===== src/logic/mips_pkg.sv =====
package mips_pkg;

	typedef enum logic [5:0] {
		OP_RTYPE = 6'h00,
		OP_BEQ   = 6'h04,
		OP_ADDI  = 6'h08,
		OP_LW    = 6'h23,
		OP_SW    = 6'h2B,
		OP_HALT  = 6'h3F
	} opcode_e;

	// ALU_ADD must stay zero so a bubble decodes as a harmless add
	typedef enum logic [2:0] {
		ALU_ADD,
		ALU_SUB,
		ALU_AND,
		ALU_OR,
		ALU_SLT
	} alu_op_e;

	localparam logic [5:0] FUNCT_ADD = 6'h20;
	localparam logic [5:0] FUNCT_SUB = 6'h22;
	localparam logic [5:0] FUNCT_AND = 6'h24;
	localparam logic [5:0] FUNCT_OR  = 6'h25;
	localparam logic [5:0] FUNCT_SLT = 6'h2A;

	// Word address, not byte address
	typedef struct packed {
		logic        we;
		logic [31:0] addr;
		logic [31:0] wdata;
	} mem_req_t;

	typedef struct packed {
		logic [31:0] instr;
		logic [31:0] next_pc;
	} if_id_t;

	typedef struct packed {
		logic [31:0] next_pc;
		logic [31:0] rd1;
		logic [31:0] rd2;
		logic [31:0] imm;
		logic [4:0]  rs;
		logic [4:0]  rt;
		logic [4:0]  rd;
		logic        reg_write;
		logic        memto_reg;
		logic        mem_write;
		logic        mem_read;
		logic        reg_dst;
		alu_op_e     alu_op;
		logic        alu_src;
		logic        branch;
		logic        halt;
	} id_ex_t;

	typedef struct packed {
		logic [31:0] alu_result;
		logic [31:0] store_data;
		logic [4:0]  dest;
		logic        reg_write;
		logic        memto_reg;
		logic        mem_read;
		logic        mem_write;
		logic        halt;
	} ex_mem_t;

	typedef struct packed {
		logic [31:0] wb_value;
		logic [4:0]  dest;
		logic        reg_write;
		logic        halt;
	} mem_wb_t;

endpackage


===== src/logic/mem_access_unit.sv =====
`timescale 1ns/10ps

module mem_access_unit
	import mips_pkg::*;
(
	input  ex_mem_t     ex_mem,
	output logic        data_valid,
	input  logic        data_ready,
	output mem_req_t    data_req,
	input  logic [31:0] data_rdata,
	output mem_wb_t     mem_wb,
	output logic        freeze
);

	assign data_valid = ex_mem.mem_read | ex_mem.mem_write;

	// ALU result is a byte address
	assign data_req.we = ex_mem.mem_write;
	assign data_req.addr = {2'b00, ex_mem.alu_result[31:2]};
	assign data_req.wdata = ex_mem.store_data;

	// Whole pipeline waits for the data port
	assign freeze = data_valid & ~data_ready;

	assign mem_wb.wb_value = ex_mem.memto_reg ? data_rdata : ex_mem.alu_result;
	assign mem_wb.dest = ex_mem.dest;
	assign mem_wb.reg_write = ex_mem.reg_write;
	assign mem_wb.halt = ex_mem.halt;

endmodule


===== config.mk =====
export PLATFORM = sky130hd
export DESIGN_NAME = mem_access_unit
export DESIGN_NICKNAME = d
export VERILOG_FILES = /design/src/logic/mips_pkg.sv /design/src/logic/mem_access_unit.sv
export SDC_FILE = /design/constraint.sdc
export NUM_CORES = 1
export LEC_CHECK = 0
export BUFFER_PORTS_ARGS = -buffer_cell sky130_fd_sc_hd__clkbuf_2
export CORE_AREA = 2 2 82 84
export DETAILED_ROUTE_END_ITERATION = 16
export DIE_AREA = 0 0 84 86
export PLACE_DENSITY = 0.7
export SYNTH_ARGS = -nofsm -noshare
export SYNTH_HDL_FRONTEND = slang
export SYNTH_SLANG_ARGS = --single-unit

===== constraint.sdc =====
create_clock -name vclk -period 1.5
set_input_delay 0.3 -clock vclk [all_inputs]
set_output_delay 0.3 -clock vclk [all_outputs]
set_load 0.005 [all_outputs]

Word-level counts from Yosys, hierarchy flattened
Index checks and enable logic that the tools add are counted.

Register bits after elaboration: 0. Output and inout port bits: 106.

Bitwise gates (word level): 3. Muxes and demuxes: 1.

Operator list (count): $mux W32 (1); $and A1 B1 Y1 (1); $not A1 Y1 (1); $or A1 B1 Y1 (1).

Longest topological paths before layout
Depth after elaboration: 2. Mapped depth: 3. Gate-level depth less buffers: 1.

Worst setup path after synthesis
Ideal clock, no wire load.

Path type: input to output. Start point: input port ex_mem[3] (netlist name). End point: output port mem_wb[10] (netlist name). Setup slack: 346 ps. Path buffers: 2. Cell stages on the path: 3. Data arrival time: 854 ps. Cell sequence: buf_6 -> buf_12 -> mux2_4.

RTL lines: start: declaration (RTL line mem_access_unit.sv:6) `input ex_mem_t ex_mem,`; end: declaration (RTL line mem_access_unit.sv:11) `output mem_wb_t mem_wb,`.

==> results by group <==
Die
  – Chip height: about 86 um
  – Placeable core area: between 6000 and 7000 um^2
  – IO Pins: 213
  – Cell Rows: 29
  – Die X: roughly 84 um
  – Full die area: around 7200 um^2
  – Initial Util: 17.6%

GRT
  – Vias in the first global route: approximately 870
  – Grt ovf: 0
  – Largest net degree at the start of global routing: 15
  – Global-route wire length before repair: about 3800 um
  – Initial antenna violation count: 0
  – GR Util All Layers: about 6.2%

Final layout
  – Nets: 281
  – Share of cells above drive strength 1: a little over nine tenths
  – Area grow syn2layout: 18.2%
  – Clock Buffer Count: 0
  – Final design utilization: a little over a fifth
  – FF+latch area: 0 um^2
  – Finished layout cell area: about 1300 um^2
  – N_diodes: 0
  – Seq_cells: 0
  – Layout Cells excl Fill: 249

Setup path
  – CP arrival: 1.09 ns
  – CP Launch Type: input port
  – CP required: 1.20 ns
  – Worst setup EP type: output port
  – Crit. Startpoint: ex_mem[3]
  – Crit Path Max Fanout: 12
  – Setup CP Type: in2out

STA
  – Setup violators final: 0
  – Slew Limit Fails: 0
  – Tcrit/Tclk final: 92.4%
  – Fmax: 722 MHz
  – Hold Fails Final Rpt: 0
  – RSZ-0062 raised after global routing: no
  – Fin Setup TNS: 0 ns
  – Min Tclk post-route: 1.39 ns

Synth
  – Avg Inst Size Synth: roughly 10 um^2
  – Most frequent cell after synthesis: buf_4
  – Sequential share of the synthesized area: 0%
  – Yosys top cell by area: buf_4
  – Yosys warns: 0
  – Post-synth top area share: 48.9%
  – Mapped Area: 1100 um^2
  – Post-synthesis cell count: roughly 110
  – Synth unique cells: 8
  – Synth top area cells: buf_4 (49%), mux2_4 (41%), buf_12 (5.4%), mux2_2 (2.0%), buf_6 (1.0%)
  – Most frequent cells after synthesis: buf_4 (72), mux2_4 (30), buf_12 (3)

Hold path
  – Hold_sp: ex_mem[10]
  – Worst hold path class: in2out
  – Hold Crit Depth: 0

Power
  – Leakage: 0.842 nW
  – Worst vdd ir: ~0.12 mV
  – Pwr Density: a little under 300 nW/um^2

Route
  – Drt drc: 0
  – DR vias/cell: about 3.6
  – Routed wire length: between 2000 and 3000 um
  – Average wire per standard cell: about 11 um
  – Total vias in the final route: approximately 910
  – Routed Antenna Nets: 0
  – DRT iter0 DRCs: 8
  – DRT Pass-1 Iters: 4

Placement
  – Cell area after placement: 1310 um^2
  – GP Congestion: roughly 0.67
  – Dpl cells: between 200 and 250
  – PortBufs: between 100 and 150

Clock tree
  – Cts hold-fix bufs: 0
  – Post-CTS setup buffer count: 0
  – Post-CTS sizing: 0

Job
  – # Max-Cap Violations: 0

Outcome
  – Status: complete, no violations
[through the flow]
step	power, mW	hold slack (ns)	worst slack [ns]
after global routing	0.409	0.600	0.0758
after global placement	0.379	0.600	0.126
after CTS	0.386	0.600	0.0996
final	0.380	0.600	0.114
after floorplan	0.324	0.681	0.346
after detailed placement	0.384	0.600	0.106
[area by class of cell]
cell class         instances  area [um^2]
fillers                  691         4970
well taps                 77         96.3
multi-input cells         36          497
repair buffers           136          713
[cells in the final DEF, fill, tap and decap left out]
cell / instances
or2_2: 1
o21ba_2: 1
clkbuf_2: 133
mux2_2: 2
buf_12: 2
buf_4: 1
mux2_4: 30
conb_1: 2
[layer usage]
metal	up-vias	global-route usage (%)	part of all wire [%]
met3	20	0.770	13
met2	86	14.3	56
li1	420	-	-
met4	0	2.64	4.0
met5	-	0	0
met1	380	5.03	27
[cells by family after synthesis]
| group | share of synthesized area (%) |
|---|---|
| simple gates | 0.567 |
| buf+inv | 55.4 |
| mux | 42.8 |
| other cells | 0.339 |
| compound gates | 0.906 |
[path summary, 6_finish.rpt]
| check | end | slack (ns) |
|---|---|---|
| max | mem_wb[38] | 0.11 |
| min | data_req[0] | 0.60 |
[where the power goes]
group	internal, mW	switching [mW]	leakage, nW	total [mW]
Combinational	0.246	0.133	0.842	0.380
Sequential	0	0	0	0
Clock	0	0	0	0
[critical path, stage by stage]
cell and delay (ns):
clkbuf_2 0.15, buf_12 0.17, mux2_2 0.34, clkbuf_2 0.11
Power figures use the tool's default switching activity.
