--- src/logic/mips_pkg.sv ---
package mips_pkg;

	typedef enum logic [5:0] {
		OP_RTYPE = 6'h00,
		OP_BEQ   = 6'h04,
		OP_ADDI  = 6'h08,
		OP_LW    = 6'h23,
		OP_SW    = 6'h2B,
		OP_HALT  = 6'h3F
	} opcode_e;

	// ALU_ADD must stay zero so a bubble decodes as a harmless add
	typedef enum logic [2:0] {
		ALU_ADD,
		ALU_SUB,
		ALU_AND,
		ALU_OR,
		ALU_SLT
	} alu_op_e;

	localparam logic [5:0] FUNCT_ADD = 6'h20;
	localparam logic [5:0] FUNCT_SUB = 6'h22;
	localparam logic [5:0] FUNCT_AND = 6'h24;
	localparam logic [5:0] FUNCT_OR  = 6'h25;
	localparam logic [5:0] FUNCT_SLT = 6'h2A;

	// Word address, not byte address
	typedef struct packed {
		logic        we;
		logic [31:0] addr;
		logic [31:0] wdata;
	} mem_req_t;

	typedef struct packed {
		logic [31:0] instr;
		logic [31:0] next_pc;
	} if_id_t;

	typedef struct packed {
		logic [31:0] next_pc;
		logic [31:0] rd1;
		logic [31:0] rd2;
		logic [31:0] imm;
		logic [4:0]  rs;
		logic [4:0]  rt;
		logic [4:0]  rd;
		logic        reg_write;
		logic        memto_reg;
		logic        mem_write;
		logic        mem_read;
		logic        reg_dst;
		alu_op_e     alu_op;
		logic        alu_src;
		logic        branch;
		logic        halt;
	} id_ex_t;

	typedef struct packed {
		logic [31:0] alu_result;
		logic [31:0] store_data;
		logic [4:0]  dest;
		logic        reg_write;
		logic        memto_reg;
		logic        mem_read;
		logic        mem_write;
		logic        halt;
	} ex_mem_t;

	typedef struct packed {
		logic [31:0] wb_value;
		logic [4:0]  dest;
		logic        reg_write;
		logic        halt;
	} mem_wb_t;

endpackage

--- src/logic/execute_stage.sv ---
`timescale 1ns/10ps

module execute_stage
	import mips_pkg::*;
#(
	parameter int DATA_W = 32
)
(
	input  id_ex_t            id_ex,
	output ex_mem_t           ex_mem,
	output logic              branch_taken,
	output logic [DATA_W-1:0] branch_target
);

	logic [DATA_W-1:0] op_a;
	logic [DATA_W-1:0] op_b;
	logic [DATA_W-1:0] result;

	assign op_a = id_ex.rd1;
	assign op_b = id_ex.alu_src ? id_ex.imm : id_ex.rd2;

	always_comb
	begin
		case (id_ex.alu_op)
			ALU_SUB: result = op_a - op_b;
			ALU_AND: result = op_a & op_b;
			ALU_OR:  result = op_a | op_b;
			ALU_SLT: result = {{(DATA_W-1){1'b0}}, $signed(op_a) < $signed(op_b)};
			default: result = op_a + op_b;
		endcase
	end

	// BEQ runs a subtract, equal operands give zero
	assign branch_taken = id_ex.branch && result == '0;
	assign branch_target = id_ex.next_pc + {id_ex.imm[DATA_W-3:0], 2'b00};

	always_comb
	begin
		ex_mem.alu_result = result;
		ex_mem.store_data = id_ex.rd2;
		ex_mem.dest = id_ex.reg_dst ? id_ex.rd : id_ex.rt;
		ex_mem.reg_write = id_ex.reg_write;
		ex_mem.memto_reg = id_ex.memto_reg;
		ex_mem.mem_read = id_ex.mem_read;
		ex_mem.mem_write = id_ex.mem_write;
		ex_mem.halt = id_ex.halt;
	end

endmodule

--- config.mk ---
export PLATFORM = sky130hd
export DESIGN_NAME = execute_stage
export DESIGN_NICKNAME = d
export VERILOG_FILES = /design/src/logic/mips_pkg.sv /design/src/logic/execute_stage.sv
export SDC_FILE = /design/constraint.sdc
export NUM_CORES = 1
export LEC_CHECK = 0
export ABC_AREA = 1
export ABC_CLOCK_PERIOD_IN_PS = 11900
export BUFFER_PORTS_ARGS = -buffer_cell sky130_fd_sc_hd__buf_2
export CAP_MARGIN = 10
export CORE_MARGIN = 2
export CORE_UTILIZATION = 55
export DETAILED_ROUTE_END_ITERATION = 6
export GPL_TIMING_DRIVEN = 1
export PLACE_DENSITY = 0.85
export SLEW_MARGIN = 10
export SYNTH_ARGS = -nofsm -noshare
export SYNTH_HDL_FRONTEND = slang
export SYNTH_SLANG_ARGS = --single-unit
export TNS_END_PERCENT = 1
--- constraint.sdc ---
create_clock -name vclk -period 11.9
set_input_delay 3.57 -clock vclk [all_inputs]
set_output_delay 3.57 -clock vclk [all_outputs]
set_load 0.01 [all_outputs]
**Yosys cells after proc, flatten, opt, wreduce, memory -nomap -nowiden**

Index checks and enable logic that the tools add are counted.

- Register bits after elaboration: 0
- Logic and storage cells: 15

- Bitwise operators: 2
- Reduce and logical (&&, ||, !) cells: 2
- $lt $le $gt $ge: 1
- Add/subtract/negate cells: 3
- Equal/unequal tests: 4
- Mux-type cells: 3

Operator list:

| operator | number |
|---|---|
| one-hot mux 32 bit (4 select lines) | 1 |
| adder 32 bit | 2 |
| bitwise AND 32 bit | 1 |
| zero test 32 bit | 1 |
| less-than comparator 32 bit | 1 |
| 2-to-1 mux 32 bit | 1 |
| OR 32 bit | 1 |
| subtractor 32 bit | 1 |
| == test 3 x 2 -> 1 bit, second input constant | 2 |
| 2-to-1 mux 5 bit | 1 |
| == test 3 x 1 -> 1 bit, second input constant | 1 |
| == test 3 bit, second input constant | 1 |
| logical AND 1 bit | 1 |

**Depth between registers and ports, before layout**

Gate-level depths: netlist (run 1).

- Depth after elaboration: 5
- Gate-level depth with buffers: 25

**Least setup slack after synthesis (run 1)**

Ideal clock, no wire load.

- Path type: input-to-output
- Start: in id_ex[2] in the netlist's numbering
- End: out branch_taken
- Cell stages on the path: 20
- Arrival time: 6252 ps
- Data required time: 8330 ps
- Path buffers: 2
- Slack: 2078 ps
- Path through: clkbuf_1 -> clkbuf_1 -> o21ai_0 -> inv_1 -> ha_1 -> inv_1 -> fa_1 -> inv_1 -> nand3_1 -> nand2_1 -> nand2_1 -> nand2_1 -> nand2_1 -> nand3_1 -> nand3_1 -> nor2_1 -> nand2_1 -> nor3_2 -> nand4_1 -> nor2_1

RTL lines:

| what | RTL line | source |
|---|---|---|
| start: declaration | execute_stage.sv:9 | `input id_ex_t id_ex,` |
| end: declaration | execute_stage.sv:11 | `output logic branch_taken,` |

**Worst setup path after layout (run 1)**

- Start: in id_ex[2] in the netlist's numbering
- End: out branch_taken

- Word-level cells in the longest chain between the ends: 5

Ends and longest elaborated chain:

| what | RTL line | source |
|---|---|---|
| 2-to-1 mux 32 bit * | execute_stage.sv:20 | `assign op_b = id_ex.alu_src ? id_ex.imm : id_ex.rd2;` |
| adder 32 bit, or another cell as far along | execute_stage.sv:29 | `default: result = op_a + op_b;` |
| one-hot mux 32 bit (4 select lines) * | execute_stage.sv:24 | `case (id_ex.alu_op)` |
| zero test 32 bit * | execute_stage.sv:34 | `assign branch_taken = id_ex.branch && result == '0;` |
| logical AND 1 bit * | execute_stage.sv:34 |  |

Mark *: on every way between the ends. The rest lies on a longest branch, timed or not.

==> reports/metrics.cfg, run 1 <==
[timing]
rsz0062_at_grt = false
min_period_over_period = 0.906
fin_tns_setup_ns = 0
setup_viol = 0
setup_ws_ns = 1.11
maxSlewViolCount = 0
max_slew_margin = 0.247
period_needed_ns = 10.79
hold_viol_final = 0
worst_pin_slew_ns = 1.13
max_freq_mhz = 92.7

[hold_path]
holdCritStartpoint = id_ex[122]
hold_class = in2out

[global_routing]
antenna_found_initial = 1
grt_pass1_wl_um = 50400
grt_max_degree = 38
grt.overflow.total = 0
track_usage = 0.382
first_global_vias = 10100

[logic_synthesis]
syn_nets = 1926
yosys.area.top_type = nand2_1
synth_cell_types = 45
seq_area_frac_synth = 0
yosysTopAreaCellShare = 0.195
synth.avg_cell_area_um2 = 5.22
synth_area_leaders = nand2_1 (20%), ha_1 (19%), inv_1 (14%)
yosys_warnings = 0
mappedNetlistArea_um2 = 8560
synth_cells = 1640

[detailed_routing]
dr.pass1.iters = 7
wire_per_inst_um = 16.4
vias_per_cell = 5.59
drc_errors = 4
wl_um = 32900
ant_nets = 0
drt_iter0_drc = 1071
vias = 11200

[floorplan]
io_pins = 261
die-area_um2 = 16600
die_w_um = 129
initial_core_util = 0.563
rows = 45
fp.coreArea_um2 = 15200
die_h_um = 129

[clock_tree]
ctsResizeCount = 0
cts_post_setup_buffers_inserted = 0
cts_hold_buf = 0

[pwr]
power_leakage_nw = 5.98
vdd_drop_max_mv = 0.0404
powerDensity_nw_per_um2 = 61.5
total_power_mw = 0.589

[setup_path]
crit_type = in2out
startpoint = id_ex[2]
cp_max_fo = 37
critPathCaptureType = primary output
critical_path_arrival_ns = 7.22
crit_path_start_kind = primary input
critPathRequiredTime_ns = 8.33

[finish]
synthToLayoutAreaGrowth_pct = 11.9
nets = 2101
nFlopsAndLatches = 0
stdcell_count = 2002
n_fill_cell = 1630
nClkBuffers = 0
drive_gt1_frac = 0.166
seqCellArea_um2 = 0

[placement]
finalWeightedCongestion = 1.07
hpwl_um = 28600
dp_cells = 2001
portBuffers = 242
place_ws_ns = 1.19

[run]
maxCapViolCount = 0

[run_status]
outcome = finished, violations left
violations = design-rule violations

-- synth_stat cells, types with 3 or more instances --
master / instances
nor2_2: 10
xor2_1: 20
a211oi_1: 9
fa_1: 3
a21oi_1: 109
nand3_2: 6
nand2_1: 445
nand3b_1: 3
nor2_1: 162
xnor2_1: 9
inv_1: 310
a21o_1: 5
buf_4: 45
a31oi_1: 5
o21ai_0: 69
o21a_1: 4
o21ai_1: 4
nand2_2: 12
a21oi_2: 4
clkbuf_1: 8
ha_1: 129
nor3_1: 23
nand4_1: 26
buf_2: 19
nand3_1: 154
inv_2: 9
o21bai_1: 10
mux2_2: 5
-- where the power goes --
group,switching (mW),internal [mW],total [mW]
clock network,0,0.0000000112,0.0000000112
registers,0,0,0
logic,0.392,0.198,0.589
-- routing by layer --
metal / wire [um] / track usage / vias up
met5: 0 / 0 / -
met4: 791 / 0.0735 / 0
met1: 14100 / 0.537 / 5007
met3: 3490 / 0.0345 / 63
li1: - / - / 5482
met2: 14500 / 0.640 / 640
-- cell families after synthesis --
kind of cell               share of synthesized area
and+or+nand+nor                                0.425
buffers and inverters                          0.195
AOI/OAI and AO/OA                              0.148
adders and majority gates                      0.196
xor gates and xnor gates                      0.0297
muxes                                        0.00658
-- stage by stage --
stage / util / area (um^2) / hold WS [ns]
CTS: 0.630 / 9580 / 7.14
global placement: 0.630 / 9580 / 7.14
global route: 0.630 / 9580 / 7.14
finish: 0.630 / 9580 / 7.14
floorplan: - / 8560 / 7.23
detailed placement: 0.630 / 9580 / 7.14
-- worst paths after layout --
check             slack (ns)               end  cells after the start
setup / recovery        1.11      branch_taken                     23
hold / removal          7.14  branch_target[0]                      0
-- worst max-delay path: stages --
cell and delay, ns:
buf_2 0.28, o21ai_0 0.61, inv_1 0.15, ha_1 0.24, fa_1 0.39, inv_1 0.11
nand2_1 0.06, nand3_1 0.16, nand2_1 0.10, nand2_1 0.10, nand2_1 0.08, nand2_1 0.16
nand2_1 0.14, nand2_1 0.08, nand2_1 0.05, nand3_1 0.11, nand2_1 0.06, nand2_1 0.09
nand3_1 0.17, nor2_1 0.15, nand3_1 0.09, nor2_1 0.10, buf_2 0.13
-- layout by cell type (no fill, tap or decap), types with 10 or more instances in the layout --
cell and n:
ha_1 129, nor2_1 162, nand4_1 26, inv_1 310, nor3_1 22, o21bai_1 10, nand2_1 445, a21oi_1 109
o21ai_0 69, buf_2 242, xor2_1 20, nor2_2 10, nand2_2 12, nand3_1 154
-- final cells by class --
type | instances | area, um^2 | share of cell area
timing repair buffer | 247 | 1250 | 0.130
antenna | 1 | 2.50 | 0.000261
inverter | 319 | 1200 | 0.125
tap | 188 | 235 | 0.0245
multi-input combinational | 1247 | 6900 | 0.720
(Power assumes the default switching activity.)
==> run 2, diff against run 1 <==
--- a/config.mk
+++ b/config.mk
@@ -6,14 +6,14 @@
 export NUM_CORES = 1
 export LEC_CHECK = 0
 export ABC_AREA = 1
-export ABC_CLOCK_PERIOD_IN_PS = 11900
+export ABC_CLOCK_PERIOD_IN_PS = 12400
 export BUFFER_PORTS_ARGS = -buffer_cell sky130_fd_sc_hd__buf_2
 export CAP_MARGIN = 10
 export CORE_MARGIN = 2
-export CORE_UTILIZATION = 55
+export CORE_UTILIZATION = 50
 export DETAILED_ROUTE_END_ITERATION = 6
 export GPL_TIMING_DRIVEN = 1
-export PLACE_DENSITY = 0.85
+export PLACE_DENSITY = 0.78
 export SLEW_MARGIN = 10
 export SYNTH_ARGS = -nofsm -noshare
 export SYNTH_HDL_FRONTEND = slang
==> constraint.sdc (replaced) <==
create_clock -name vclk -period 12.4
set_input_delay 3.72 -clock vclk [all_inputs]
set_output_delay 3.72 -clock vclk [all_outputs]
set_load 0.01 [all_outputs]
==> run 2 against run 1 <==
Net effect: the flow now finishes without violations; highest routed layer unchanged; non-clock buffer count unchanged; final cell count up 1.5%; flip-flop and latch count unchanged; routed wire length down 2.4%.
==> reports/metrics.cfg, run 2 (synthesized netlist as in run 1, its figures left out) <==
[pwr]
netSwitchingPower_mw = 0.369  ; -5.7%
pwr-share-comb = 1.000  ; about the same
power_leakage_nw = 5.98  ; about the same
internal_power_mw = 0.189  ; -4.2%
seq_power_share = 0  ; unchanged
p_sw_frac = 0.661  ; -0.00336
clkPwrFrac = 0  ; unchanged
vdd_drop_max_mv = 0.0337  ; -17%
powerDensity_nw_per_um2 = 58.0  ; -5.6%

[finish]
nFlopsAndLatches = 0  ; unchanged
nets = 2101  ; unchanged
nClkBuffers = 0  ; unchanged
final_area_um2 = 9630  ; +0.46%
seqCellArea_um2 = 0  ; unchanged
n_fill_cell = 1857  ; +14%
n_antenna_cell = 0  ; -1
multi_input_comb_area_um2 = 6900  ; about the same
mostFrequentLayoutCell = nand2_1
final_core_util = 0.578  ; -0.0519
synthToLayoutAreaGrowth_pct = 12.4
layout_common_cells = nand2_1 (445), inv_1 (310), buf_2 (242), nor2_1 (162), nand3_1 (154)
drive_gt1_frac = 0.166  ; unchanged

[global_routing]
grt_max_degree = 38  ; unchanged
gr-usage-met2 = 0.568  ; -0.0717
antenna_found_initial = 0  ; -1
grtUsageMet1 = 0.493  ; -0.0441
top_usage_layer = met2
met3_usage = 0.0285  ; -0.00598
grt_pass1_wl_um = 50200  ; -0.32%
grt.overflow.total = 0  ; unchanged
track_usage = 0.343  ; -0.0388
first_global_vias = 10000  ; -1.2%

[setup_path]
cp_max_fo = 28  ; -24%
crit_type = in2out
crit_path_start_kind = primary input
critical_path_arrival_ns = 7.48  ; +0.26 ns
critPathRequiredTime_ns = 8.68  ; +0.35 ns
critPathCaptureType = primary output

[hold_path]
holdPathStages = 0  ; unchanged
hold_class = in2out
hold_path_end = branch_target[0]
holdCritStartpoint = id_ex[122]

[floorplan]
die-area_um2 = 18200  ; +9.7%
rows = 47  ; +4.4%
fp.coreArea_um2 = 16600  ; +9.5%
die_h_um = 135  ; +4.7%
initial_core_util = 0.514  ; -0.0487
die_w_um = 135  ; +4.7%
io_pins = 261  ; unchanged

[run_status]
outcome = complete, no violations

[detailed_routing]
ant_nets = 0  ; unchanged
drt_iter0_drc = 1079  ; +0.75%
drc_errors = 0  ; -4
wire_per_inst_um = 15.8  ; -3.9%
vias_per_cell = 5.39  ; -3.7%
wl_um = 32100  ; -2.4%
dr.pass1.iters = 7  ; unchanged
vias = 10900  ; -2.2%

[timing]
maxSlewViolCount = 0  ; unchanged
setup_viol = 0  ; unchanged
period_needed_ns = 11.20
rsz0062_at_grt = false
min_period_over_period = 0.903
max_freq_mhz = 89.3
fin_tns_setup_ns = 0  ; unchanged
worst_pin_slew_ns = 0.823  ; -0.307 ns
max_slew_margin = 0.446  ; +0.199
hold_viol_final = 0  ; unchanged

[placement]
place_area_um2 = 9620  ; +0.42%
hpwl_um = 28100  ; -1.7%
finalWeightedCongestion = 1.01  ; -5.5%
portBuffers = 242  ; unchanged

[clock_tree]
cts_hold_buf = 0  ; unchanged
ctsResizeCount = 0  ; unchanged
cts_post_setup_buffers_inserted = 0  ; unchanged

[run]
maxCapViolCount = 0  ; unchanged

-- run 2: worst max-delay path by stage --
stage / cells after the start / slack, ns / end / from
after CTS: 23 / 1.33 / branch_taken / id_ex[2]
after floorplan: 20 / 2.28 / branch_taken / id_ex[2]
after global placement: 23 / 1.36 / branch_taken / id_ex[2]
after global routing: 23 / 0.92 / branch_taken / id_ex[2]
after detailed placement: 23 / 1.34 / branch_taken / id_ex[2]
final: 18 / 1.20 / branch_taken / id_ex[2]
-- run 2: per-layer routing --
layer	vias up	wire (um)
met1	4876	14000
li1	5495	-
met5	-	0
met2	531	14200
met3	47	3270
met4	0	599
-- run 2: cell type report --
type / count / share of cell area
inverter: 319 / 0.124
multi-input combinational: 1247 / 0.717
timing repair buffer: 247 / 0.130
tap: 220 / 0.0286
-- run 2: worst max-delay path: stages --
cell	delay, ns
buf_2	0.34
buf_4	0.32
o21ai_0	0.33
ha_1	0.54
inv_1	0.14
a21oi_1	0.20
a21boi_0	0.32
nand2_1	0.10
a21oi_1	0.35
nand3_1	0.13
nand3_1	0.18
nand2_1	0.07
nand2_1	0.10
nand3_1	0.11
nor2_1	0.19
nand3_1	0.11
nor2_1	0.09
buf_2	0.13
-- run 2: per-stage QoR --
step	power (mW)	hold slack (ns)	std cells	worst slack, ns
2_1_floorplan	0.375	7.53	1640	2.28
3_3_place_gp	0.540	7.44	2033	1.36
3_5_place_dp	0.543	7.44	2033	1.34
4_1_cts	0.546	7.44	2033	1.33
5_1_grt	0.618	7.44	2033	0.921
6_report	0.559	7.44	2033	1.20
-- run 2: power by group through the flow --
| stage | Clock (mW) | Combinational, mW | Sequential [mW] |
|---|---|---|---|
| 2_1_floorplan | 0 | 0.375 | 0 |
| 3_3_place_gp | 0 | 0.540 | 0 |
| 3_5_place_dp | 0 | 0.543 | 0 |
| 4_1_cts | 0 | 0.546 | 0 |
| 5_1_grt | 0 | 0.618 | 0 |
| 6_report | 0 | 0.559 | 0 |
