<file path="config.mk">
export PLATFORM = sky130hd
export DESIGN_NAME = mem_arbiter
export DESIGN_NICKNAME = d
export VERILOG_FILES = /design/src/logic/mips_pkg.sv /design/src/logic/mem_arbiter.sv
export SDC_FILE = /design/constraint.sdc
export NUM_CORES = 1
export LEC_CHECK = 0
export ABC_AREA = 0
export CAP_MARGIN = 40
export CORE_AREA = 5 5 150 152
export DETAILED_ROUTE_END_ITERATION = 7
export DIE_AREA = 0 0 155 157
export DONT_BUFFER_PORTS = 1
export PLACE_DENSITY = 0.32
export SLEW_MARGIN = 20
export SYNTH_ARGS = -nofsm -noshare
export SYNTH_HDL_FRONTEND = slang
export SYNTH_SLANG_ARGS = --single-unit
export TNS_END_PERCENT = 100
</file>
<file path="constraint.sdc">
create_clock -name vclk -period 1
set_input_delay 0.1 -clock vclk [all_inputs]
set_output_delay 0.1 -clock vclk [all_outputs]
set_load 0.05 [all_outputs]
</file>
<file path="src/logic/mips_pkg.sv">
package mips_pkg;

	typedef enum logic [5:0] {
		OP_RTYPE = 6'h00,
		OP_BEQ   = 6'h04,
		OP_ADDI  = 6'h08,
		OP_LW    = 6'h23,
		OP_SW    = 6'h2B,
		OP_HALT  = 6'h3F
	} opcode_e;

	// ALU_ADD must stay zero so a bubble decodes as a harmless add
	typedef enum logic [2:0] {
		ALU_ADD,
		ALU_SUB,
		ALU_AND,
		ALU_OR,
		ALU_SLT
	} alu_op_e;

	localparam logic [5:0] FUNCT_ADD = 6'h20;
	localparam logic [5:0] FUNCT_SUB = 6'h22;
	localparam logic [5:0] FUNCT_AND = 6'h24;
	localparam logic [5:0] FUNCT_OR  = 6'h25;
	localparam logic [5:0] FUNCT_SLT = 6'h2A;

	// Word address, not byte address
	typedef struct packed {
		logic        we;
		logic [31:0] addr;
		logic [31:0] wdata;
	} mem_req_t;

	typedef struct packed {
		logic [31:0] instr;
		logic [31:0] next_pc;
	} if_id_t;

	typedef struct packed {
		logic [31:0] next_pc;
		logic [31:0] rd1;
		logic [31:0] rd2;
		logic [31:0] imm;
		logic [4:0]  rs;
		logic [4:0]  rt;
		logic [4:0]  rd;
		logic        reg_write;
		logic        memto_reg;
		logic        mem_write;
		logic        mem_read;
		logic        reg_dst;
		alu_op_e     alu_op;
		logic        alu_src;
		logic        branch;
		logic        halt;
	} id_ex_t;

	typedef struct packed {
		logic [31:0] alu_result;
		logic [31:0] store_data;
		logic [4:0]  dest;
		logic        reg_write;
		logic        memto_reg;
		logic        mem_read;
		logic        mem_write;
		logic        halt;
	} ex_mem_t;

	typedef struct packed {
		logic [31:0] wb_value;
		logic [4:0]  dest;
		logic        reg_write;
		logic        halt;
	} mem_wb_t;

endpackage

</file>
<file path="src/logic/mem_arbiter.sv">
`timescale 1ns/10ps

module mem_arbiter
	import mips_pkg::*;
(
	input  logic        ext_valid,
	output logic        ext_ready,
	input  mem_req_t    ext_req,
	output logic [31:0] ext_rdata,
	input  logic        data_valid,
	output logic        data_ready,
	input  mem_req_t    data_req,
	output logic [31:0] data_rdata,
	input  logic        fetch_valid,
	output logic        fetch_ready,
	input  mem_req_t    fetch_req,
	output logic [31:0] fetch_rdata,
	output logic        mem_en,
	output mem_req_t    mem_req,
	input  logic [31:0] mem_rdata
);

	// Fixed priority: external, data, fetch
	assign ext_ready = ext_valid;
	assign data_ready = data_valid & ~ext_valid;
	assign fetch_ready = fetch_valid & ~ext_valid & ~data_valid;

	assign mem_en = ext_valid | data_valid | fetch_valid;

	always_comb
	begin
		if (ext_valid)
			mem_req = ext_req;
		else if (data_valid)
			mem_req = data_req;
		else
			mem_req = fetch_req;
	end

	// Only the granted master samples it
	assign ext_rdata = mem_rdata;
	assign data_rdata = mem_rdata;
	assign fetch_rdata = mem_rdata;

endmodule

</file>
-- Word level (Yosys, flattened, before mapping)
Cells that the tools add are included.
- register bits after elaboration: 0
- input bits: 230
- bits in read-only memories: 0
- bits in writable memories: 0
- word-level logic and storage cells: 9
- bits in latches: 0
- memories kept: 0
- output and inout port bits: 165
- $lt $le $gt $ge: 0
- shifts and indexed selects: 0
- reduce and logical (&&, ||, !) cells: 0
- bitwise operators: 7
- muxes and demuxes: 2
- div/mod/pow operators: 0
- eq/ne operators: 0
- $add $sub $neg: 0
- multiply operators: 0
- operators with widths (cell ; count):
    $mux 65 ; 2
    $and 1x1->1 ; 3
    $not 1->1 ; 2
    $or 1x1->1 ; 2

-- Logic depth before layout (Yosys ltp)
Gate-level depths: netlist of the first run.
- depth in word-level cells: 3
- mapped depth: 5
- mapped depth without buffers: 2

-- Worst setup path after synthesis of the first run
OpenSTA, ideal clock, no wires.
- path kind: input-to-output
- start: input port data_valid
- end: output port fetch_ready
- slack: -0.798 ns
- stages: 4
- data arrival time: 1.698 ns
- path buffers: 3
- data required time: 0.900 ns
- path through: buf_4 buf_12 buf_12 nor3b_1
- cells in the longest elaborated chain, start to end: 2
- ends and longest elaborated chain (element ; line ; text):
    from (decl) ; mem_arbiter.sv:10 ; input logic data_valid,
    $not 1->1 ; mem_arbiter.sv:26 ; assign fetch_ready = fetch_valid & ~ext_valid & ~data_valid;
    $and 1x1->1 ; mem_arbiter.sv:26 ;
    to (decl) ; mem_arbiter.sv:15 ; output logic fetch_ready,
No other way between the ends.

-- Final worst setup path of the first run
- start: input port ext_valid
- end: output port mem_en
- cells in the longest elaborated chain, start to end: 2
- ends and longest elaborated chain (element ; line ; text):
    from (decl) ; mem_arbiter.sv:6 ; input logic ext_valid,
    $or 1x1->1 (2 in series) ; mem_arbiter.sv:28 ; assign mem_en = ext_valid | data_valid | fetch_valid;
    to (decl) ; mem_arbiter.sv:18 ; output logic mem_en,
No other way between the ends.

==> results_dict.tcl, run 1 <==
set metrics [dict create \
    outcome "finished, final reports clean" \
    critPathTopFamily "simple AND/OR/NAND/NOR gates" \
    syn_avg_cell_area_um2 6.76 \
    globalplace.congestion 0.711 \
    std_cell_rows 53 \
    cts_setup_buffers 0 \
    n_sequential_cell 0 \
    setup_viol 0 \
    initial_core_util_pct 10.3 \
    ant_nets 0 \
    grt_pass1_wl_um 10400 \
    period_share_pct 95.7 \
    critPathCaptureType "primary output" \
    dr.pass1.iters 4 \
    relSlewSlack_pct 69.0 \
    instances_no_fill 508 \
    ys_seq_area_share_pct 0 \
    crit_fanout 134 \
    nClkBuffers 0 \
    worstSetupPathType "input pin to primary output" \
    yosysWarnings 0 \
    rsz0062_at_grt "false" \
    ctsHoldBuffers 0 \
    place_ws_ns 0.175 \
    die_width_um 155 \
    power.density_mw_per_mm2 720 \
    layout-drive-gt1-share_pct 43.8 \
    grt_use_total_pct 5.19 \
    multi_input_comb_area_mm2 0.00175 \
    syn_area_mm2 0.00214 \
    area_delta_synth_final_pct 9.75 \
    critPathBufInv 0 \
    boundaryPins 395 \
    drc 0 \
    port-buffer-count 0 \
    fmax_ghz 1.05 \
    slew_violations 0 \
    post-route-util_pct 11.3 \
    gr-total-overflow 0 \
    die_area_mm2 0.0243 \
    cts.repair.resized 0 \
    fillers 2424 \
    power_w 0.00169 \
    min_period_ns 0.957 \
    critPathRequiredTime_ns 0.90 \
    leakage_nw 0.922 \
    dp_hpwl_um 6630 \
    grt_pass1_vias 1868 \
    wl_per_cell_um 15.0 \
    place_inst 508 \
    path_depth 1 \
    seqCellArea_um2 0 \
    cp_cell_sequence "or3_1" \
    synthDistinctLibCells 12 \
    vias 1718 \
    grt_max_degree 135 \
    synth_fp_nets 547 \
    die_y_um 157 \
    drt-total-wl_um 7640 \
    hold_viol 0 \
    max_slew.worst_pin.slew_ns 0.466 \
    core_area_mm2 0.0209 \
    cp-start-kind "input pin" \
    cap_violations 0 \
    hold_depth 0 \
    antenna_found_initial 0 \
    slowest_stage "or3_1" \
    diodes 0 \
    irDropWorstVdd_uv 189 \
    critPathArrivalTime_ns 0.86 \
    timing.hold.ws_ns 0.200 \
    layout.nets 465 \
    viasPerCell 3.38 \
    fin_ws_ns 0.0434 \
    hold_path_class "input pin to primary output" \
    syn-instance-count 317 \
    slowest_delay_ns 0.64 \
    drt-initial-drc-count 34 \
]
-- layout make-up --
class                      instances  share of cell area [%]
multi-input combinational        198                    74.2
timing repair buffer              35                    11.2
tap                              275                    14.6
-- worst paths after layout --
kind	start	end	slack, ns
min	mem_rdata[28]	data_rdata[28]	0.20
max	ext_valid	mem_en	0.04
-- kinds of logic after synthesis --
group	after synthesis	share of synthesized area [%]
AOI/OAI and AO/OA	65	15.2
buffers and inverters	119	42.1
muxes	65	30.4
and+or+nand+nor	68	12.3
-- layout by cell type (no fill, tap or decap) --
cell | netlist | layout
buf_4 | 98 | 35
or3_1 | 1 | 1
nor3b_4 | 0 | 1
o21ai_2 | 0 | 32
nand2_1 | 65 | 65
nor2b_2 | 0 | 1
o21ai_4 | 0 | 33
mux2i_1 | 65 | 65
-- cells in the mapped netlist --
library cell,number,share of area (%)
nor3b_1,1,0.35
o21ai_0,47,11
buf_12,3,2.8
buf_4,98,34
nor2b_1,1,0.29
or3_1,1,0.29
nand2_1,65,11
mux2i_1,65,30
o21ai_1,18,4.2
buf_6,4,2.1
buf_2,8,1.9
clkbuf_1,6,1.1
-- layer usage --
| metal | global-route usage, % | part of all wire [%] | vias up |
|---|---|---|---|
| li1 | - | - | 812 |
| met1 | 5.06 | 29 | 733 |
| met2 | 10.9 | 57 | 150 |
| met3 | 0.962 | 11 | 23 |
| met4 | 1.47 | 2.6 | 0 |
| met5 | 0 | 0 | - |
-- power by group --
group	internal, W	total [W]	switching (W)
combinational	0.000491	0.00169	0.00120
clock	0	0	0
sequential	0	0	0
total	0.000491	0.00169	0.00120
-- stage by stage --
step / TNS, ns / instance area [µm²]
6_report: 0 / 2350
5_1_grt: 0 / 2350
4_1_cts: 0 / 2350
3_5_place_dp: 0 / 2350
3_3_place_gp: 0 / 2350
2_1_floorplan: -3.19 / 2660
(Power assumes the default switching activity.)
==> run 2, diff against run 1 <==
--- a/config.mk
+++ b/config.mk
@@ -12,6 +12,7 @@
 export DIE_AREA = 0 0 155 157
 export DONT_BUFFER_PORTS = 1
 export PLACE_DENSITY = 0.32
+export RECOVER_POWER = 100
 export SLEW_MARGIN = 20
 export SYNTH_ARGS = -nofsm -noshare
 export SYNTH_HDL_FRONTEND = slang
==> run 2 against run 1 <==
Critical endpoint is now mem_req[43]. Largest cell class unchanged. Cell area decreased by 14%. First-iteration DRC count up 29%. Routed wire length increased by 0.59%. Sequential share of layout area stayed put. Non-clock buffer count unchanged. Hold slack is the same.
==> results_dict.tcl, run 2 (synthesized netlist as in run 1, its figures left out) <==
set metrics [dict create \
    irDropWorstVdd_uv 171 \
    layout.nets 465 \
    dr.pass1.iters 2 \
    layout_common_cells "mux2i_1, nand2_1, o21ai_2" \
    nClkBuffers 0 \
    cap_violations 0 \
    drt-initial-drc-count 44 \
    ant_nets 0 \
    critPathTopFamily "compound AO/OA/AOI/OAI gates" \
    wl_per_cell_um 15.1 \
    period_share_pct 93.7 \
    slowest_delay_ns 0.61 \
    grt_max_degree 135 \
    highest_layer "met4" \
    drt-total-wl_um 7690 \
    outcome "finished, final reports clean" \
    wl_met2_um 4350 \
    core_area_mm2 0.0209 \
    std_cell_rows 53 \
    cp_cell_sequence "o21ai_2" \
    initial_core_util_pct 10.3 \
    cts_setup_buffers 0 \
    worstSetupPathType "input pin to primary output" \
    max_slew.worst_pin.slew_ns 0.670 \
    critPathArrivalTime_ns 0.84 \
    viasPerCell 3.38 \
    crit_fanout 134 \
    min_period_ns 0.937 \
    hold_viol 0 \
    drc 0 \
    power.density_mw_per_mm2 744 \
    n_sequential_cell 0 \
    boundaryPins 395 \
    leakage_nw 0.862 \
    relSlewSlack_pct 55.3 \
    final_area_mm2 0.00202 \
    slowest_stage "o21ai_2" \
    ctsHoldBuffers 0 \
    grt_use_total_pct 5.19 \
    diodes 0 \
    layout-drive-gt1-share_pct 43.8 \
    critPathCaptureType "primary output" \
    wl_met1_um 2360 \
    setup_viol 0 \
    grt_pass1_vias 1868 \
    placed_area_mm2 0.00235 \
    hold_path_class "input pin to primary output" \
    post-route-util_pct 9.69 \
    die_area_mm2 0.0243 \
    critPathBufInv 0 \
    slew_violations 0 \
    vias 1715 \
    port-buffer-count 0 \
    wl_met3_um 773 \
    area_delta_synth_final_pct -5.55 \
    gr-total-overflow 0 \
    fmax_ghz 1.07 \
    rsz0062_at_grt "false" \
    grt_pass1_wl_um 10400 \
    die_width_um 155 \
    cp-start-kind "input pin" \
    seqCellArea_um2 0 \
    cts.repair.resized 0 \
    globalplace.congestion 0.711 \
    antenna_found_initial 0 \
    die_y_um 157 \
    critPathRequiredTime_ns 0.90 \
    dp_hpwl_um 6630 \
    timing.hold.ws_ns 0.200 \
]
-- run 2: cell type report --
class              instances  area [µm²]
fillers                 2483       18900
multi-input cells        198        1510
well taps                275         344
repair buffers            35         175
-- run 2: per-layer routing --
layer,track usage [%],up-vias
met4,1.47,0
met2,10.9,146
met1,5.06,726
met5,0,-
met3,0.962,23
li1,-,820
-- run 2: path summary, 6_finish.rpt --
path | from | slack (ns) | endpoint | cells past startpoint
worst max-delay path | ext_valid | 0.06 | mem_req[43] | 1
worst min-delay path | mem_rdata[28] | 0.20 | data_rdata[28] | 0
-- run 2: metrics by stage --
| step | setup slack [ns] | cells | setup TNS (ns) | total power [W] |
|---|---|---|---|---|
| global placement | 0.159 | 508 | 0 | 0.00171 |
| global route | 0.0936 | 508 | 0 | 0.00158 |
| finish | 0.0634 | 508 | 0 | 0.00151 |
| detailed placement | 0.175 | 508 | 0 | 0.00172 |
| CTS | 0.163 | 508 | 0 | 0.00172 |
| floorplan | -0.0734 | 317 | -3.19 | 0.00271 |
-- run 2: where the power goes --
part           switching (W)  internal [W]
Sequential                 0             0
Clock                      0             0
Combinational        0.00115      0.000357
==> run 3, diff against run 2 <==
--- a/config.mk
+++ b/config.mk
@@ -11,8 +11,8 @@
 export DETAILED_ROUTE_END_ITERATION = 7
 export DIE_AREA = 0 0 155 157
 export DONT_BUFFER_PORTS = 1
+export GPL_TIMING_DRIVEN = 0
 export PLACE_DENSITY = 0.32
-export RECOVER_POWER = 100
 export SLEW_MARGIN = 20
 export SYNTH_ARGS = -nofsm -noshare
 export SYNTH_HDL_FRONTEND = slang
==> run 3 against run 2 <==
The flow now finishes with violations (negative setup slack). Global-route usage up 2.2 points. Core utilization rose by 7.0 points. Count of clock-buffer cells in the layout did not move. Routed wire length is 44% higher. Maximum frequency down 18%. Critical endpoint is now mem_req[49]. Largest cell class unchanged.
==> results_dict.tcl, run 3 (synthesized netlist as in run 1, its figures left out) <==
set metrics [dict create \
    outcome "finished, violations left" \
    violations "negative setup slack" \
    vias 2227 \
    dr.pass1.iters 4 \
    post-route-util_pct 16.7 \
    viasPerCell 3.74 \
    leakage_nw 1.38 \
    seqCellArea_um2 0 \
    slew_violations 0 \
    die_y_um 157 \
    grt_max_degree 11 \
    multi_input_comb_area_mm2 0.00212 \
    place_inst 593 \
    area_delta_synth_final_pct 62.4 \
    grt_pass1_wl_um 14400 \
    worstSetupPathType "input pin to primary output" \
    timing.hold.ws_ns 0.368 \
    layout_common_cells "buf_4, nand2_1, o21ai_4" \
    hold_viol 0 \
    layout-drive-gt1-share_pct 67.0 \
    placed_area_mm2 0.00302 \
    fin_ws_ns -0.145 \
    cap_violations 0 \
    boundaryPins 395 \
    drt-initial-drc-count 38 \
    drt-total-wl_um 11000 \
    die_area_mm2 0.0243 \
    die_width_um 155 \
    swShare_pct 73.8 \
    mostFrequentLayoutCell "buf_4" \
    dp_hpwl_um 9590 \
    power_frac_clock_pct 0 \
    wl_per_cell_um 18.5 \
    drc 0 \
    power.internal_w 0.000821 \
    power_frac_seq_pct 0 \
    irDropWorstVdd_uv 246 \
    antenna_found_initial 0 \
    hold_start "mem_rdata[26]" \
    power.density_mw_per_mm2 902 \
    max_slew.worst_pin.slew_ns 0.622 \
    fmax_ghz 0.874 \
    critPathCaptureType "primary output" \
    fillers 2334 \
    layout.nets 553 \
    port-buffer-count 0 \
    hold_path_class "input pin to primary output" \
    p_sw_w 0.00232 \
    initial_core_util_pct 10.3 \
    n_sequential_cell 0 \
    diodes 0 \
    crit_fanout 10 \
    relSlewSlack_pct 58.5 \
    setup_viol 52 \
    hold_depth 1 \
    period_share_pct 114 \
    globalplace.congestion 0.731 \
    final_area_mm2 0.00348 \
    critPathRequiredTime_ns 0.90 \
    cp-start-kind "input pin" \
    critPathArrivalTime_ns 1.04 \
    rsz0062_at_grt "true" \
    ant_nets 0 \
    p_comb_share_pct 100.0 \
    nClkBuffers 0 \
    min_period_ns 1.14 \
    std_cell_rows 53 \
    instances_no_fill 596 \
    core_area_mm2 0.0209 \
    grt_pass1_vias 2502 \
    min_to "data_rdata[26]" \
    grt_use_total_pct 7.42 \
    gr-total-overflow 0 \
]
[run 3: cell types whose count changed in the layout (fill, tap and decap cells not counted), moves of 6 or more]
cell / change
buf_4: +100
buf_6: +6
mux2i_2: +20
clkbuf_2: -33
o21ai_4: +64
mux2i_1: -24
o21ai_2: -64
[run 3: cell type report]
class | count | share of cell area [%]
Tap cell | 275 | 9.88
Multi-Input combinational cell | 198 | 60.9
Timing Repair Buffer | 5 | 2.44
Buffer | 118 | 26.7
[run 3: what timing repair did]
item / 4_1_cts / 5_1_grt
setup buffers: 3 / 0
cloned: 2 / 0
pin swaps: 9 / 9
resized for setup: 58 / 23
setup endpoints to repair: 68 / 67
hold buffers: 0 / 0
[run 3: critical path, stage by stage]
cell and delay, ns:
buf_12 0.12, buf_12 0.13, buf_12 0.15, mux2i_4 0.19, o21ai_4 0.34
[run 3: how the worst max path moves through the flow]
stage / startpoint / endpoint / slack [ns] / depth (start not counted)
floorplan: data_valid / fetch_ready / -0.07 / 4
global placement: ext_valid / mem_req[38] / -0.34 / 2
detailed placement: ext_valid / fetch_ready / -0.32 / 3
CTS: data_valid / fetch_ready / -0.18 / 4
global route: data_valid / fetch_ready / -0.18 / 4
finish: data_valid / mem_req[49] / -0.14 / 5
[run 3: per-layer routing]
layer	global-route usage (%)	wire length [µm]	vias up
met3	1.92	1280	2
met5	0	0	-
li1	-	-	980
met4	0.168	27	0
met1	7.38	3260	1039
met2	16.0	6470	206
[run 3: metrics by stage]
stage,worst slack (ns),total power (W),TNS [ns]
floorplan,-0.0734,0.00271,-3.19
global placement,-0.342,0.00292,-14.47
detailed placement,-0.322,0.00292,-14.08
CTS,-0.182,0.00315,-3.91
global route,-0.176,0.00325,-4.94
finish,-0.145,0.00314,-2.88
[run 3: power by group through the flow]
stage	sequential [W]	combinational, W	clock (W)
floorplan	0	0.00271	0
global placement	0	0.00292	0
CTS	0	0.00315	0
global route	0	0.00325	0
detailed placement	0	0.00292	0
finish	0	0.00314	0
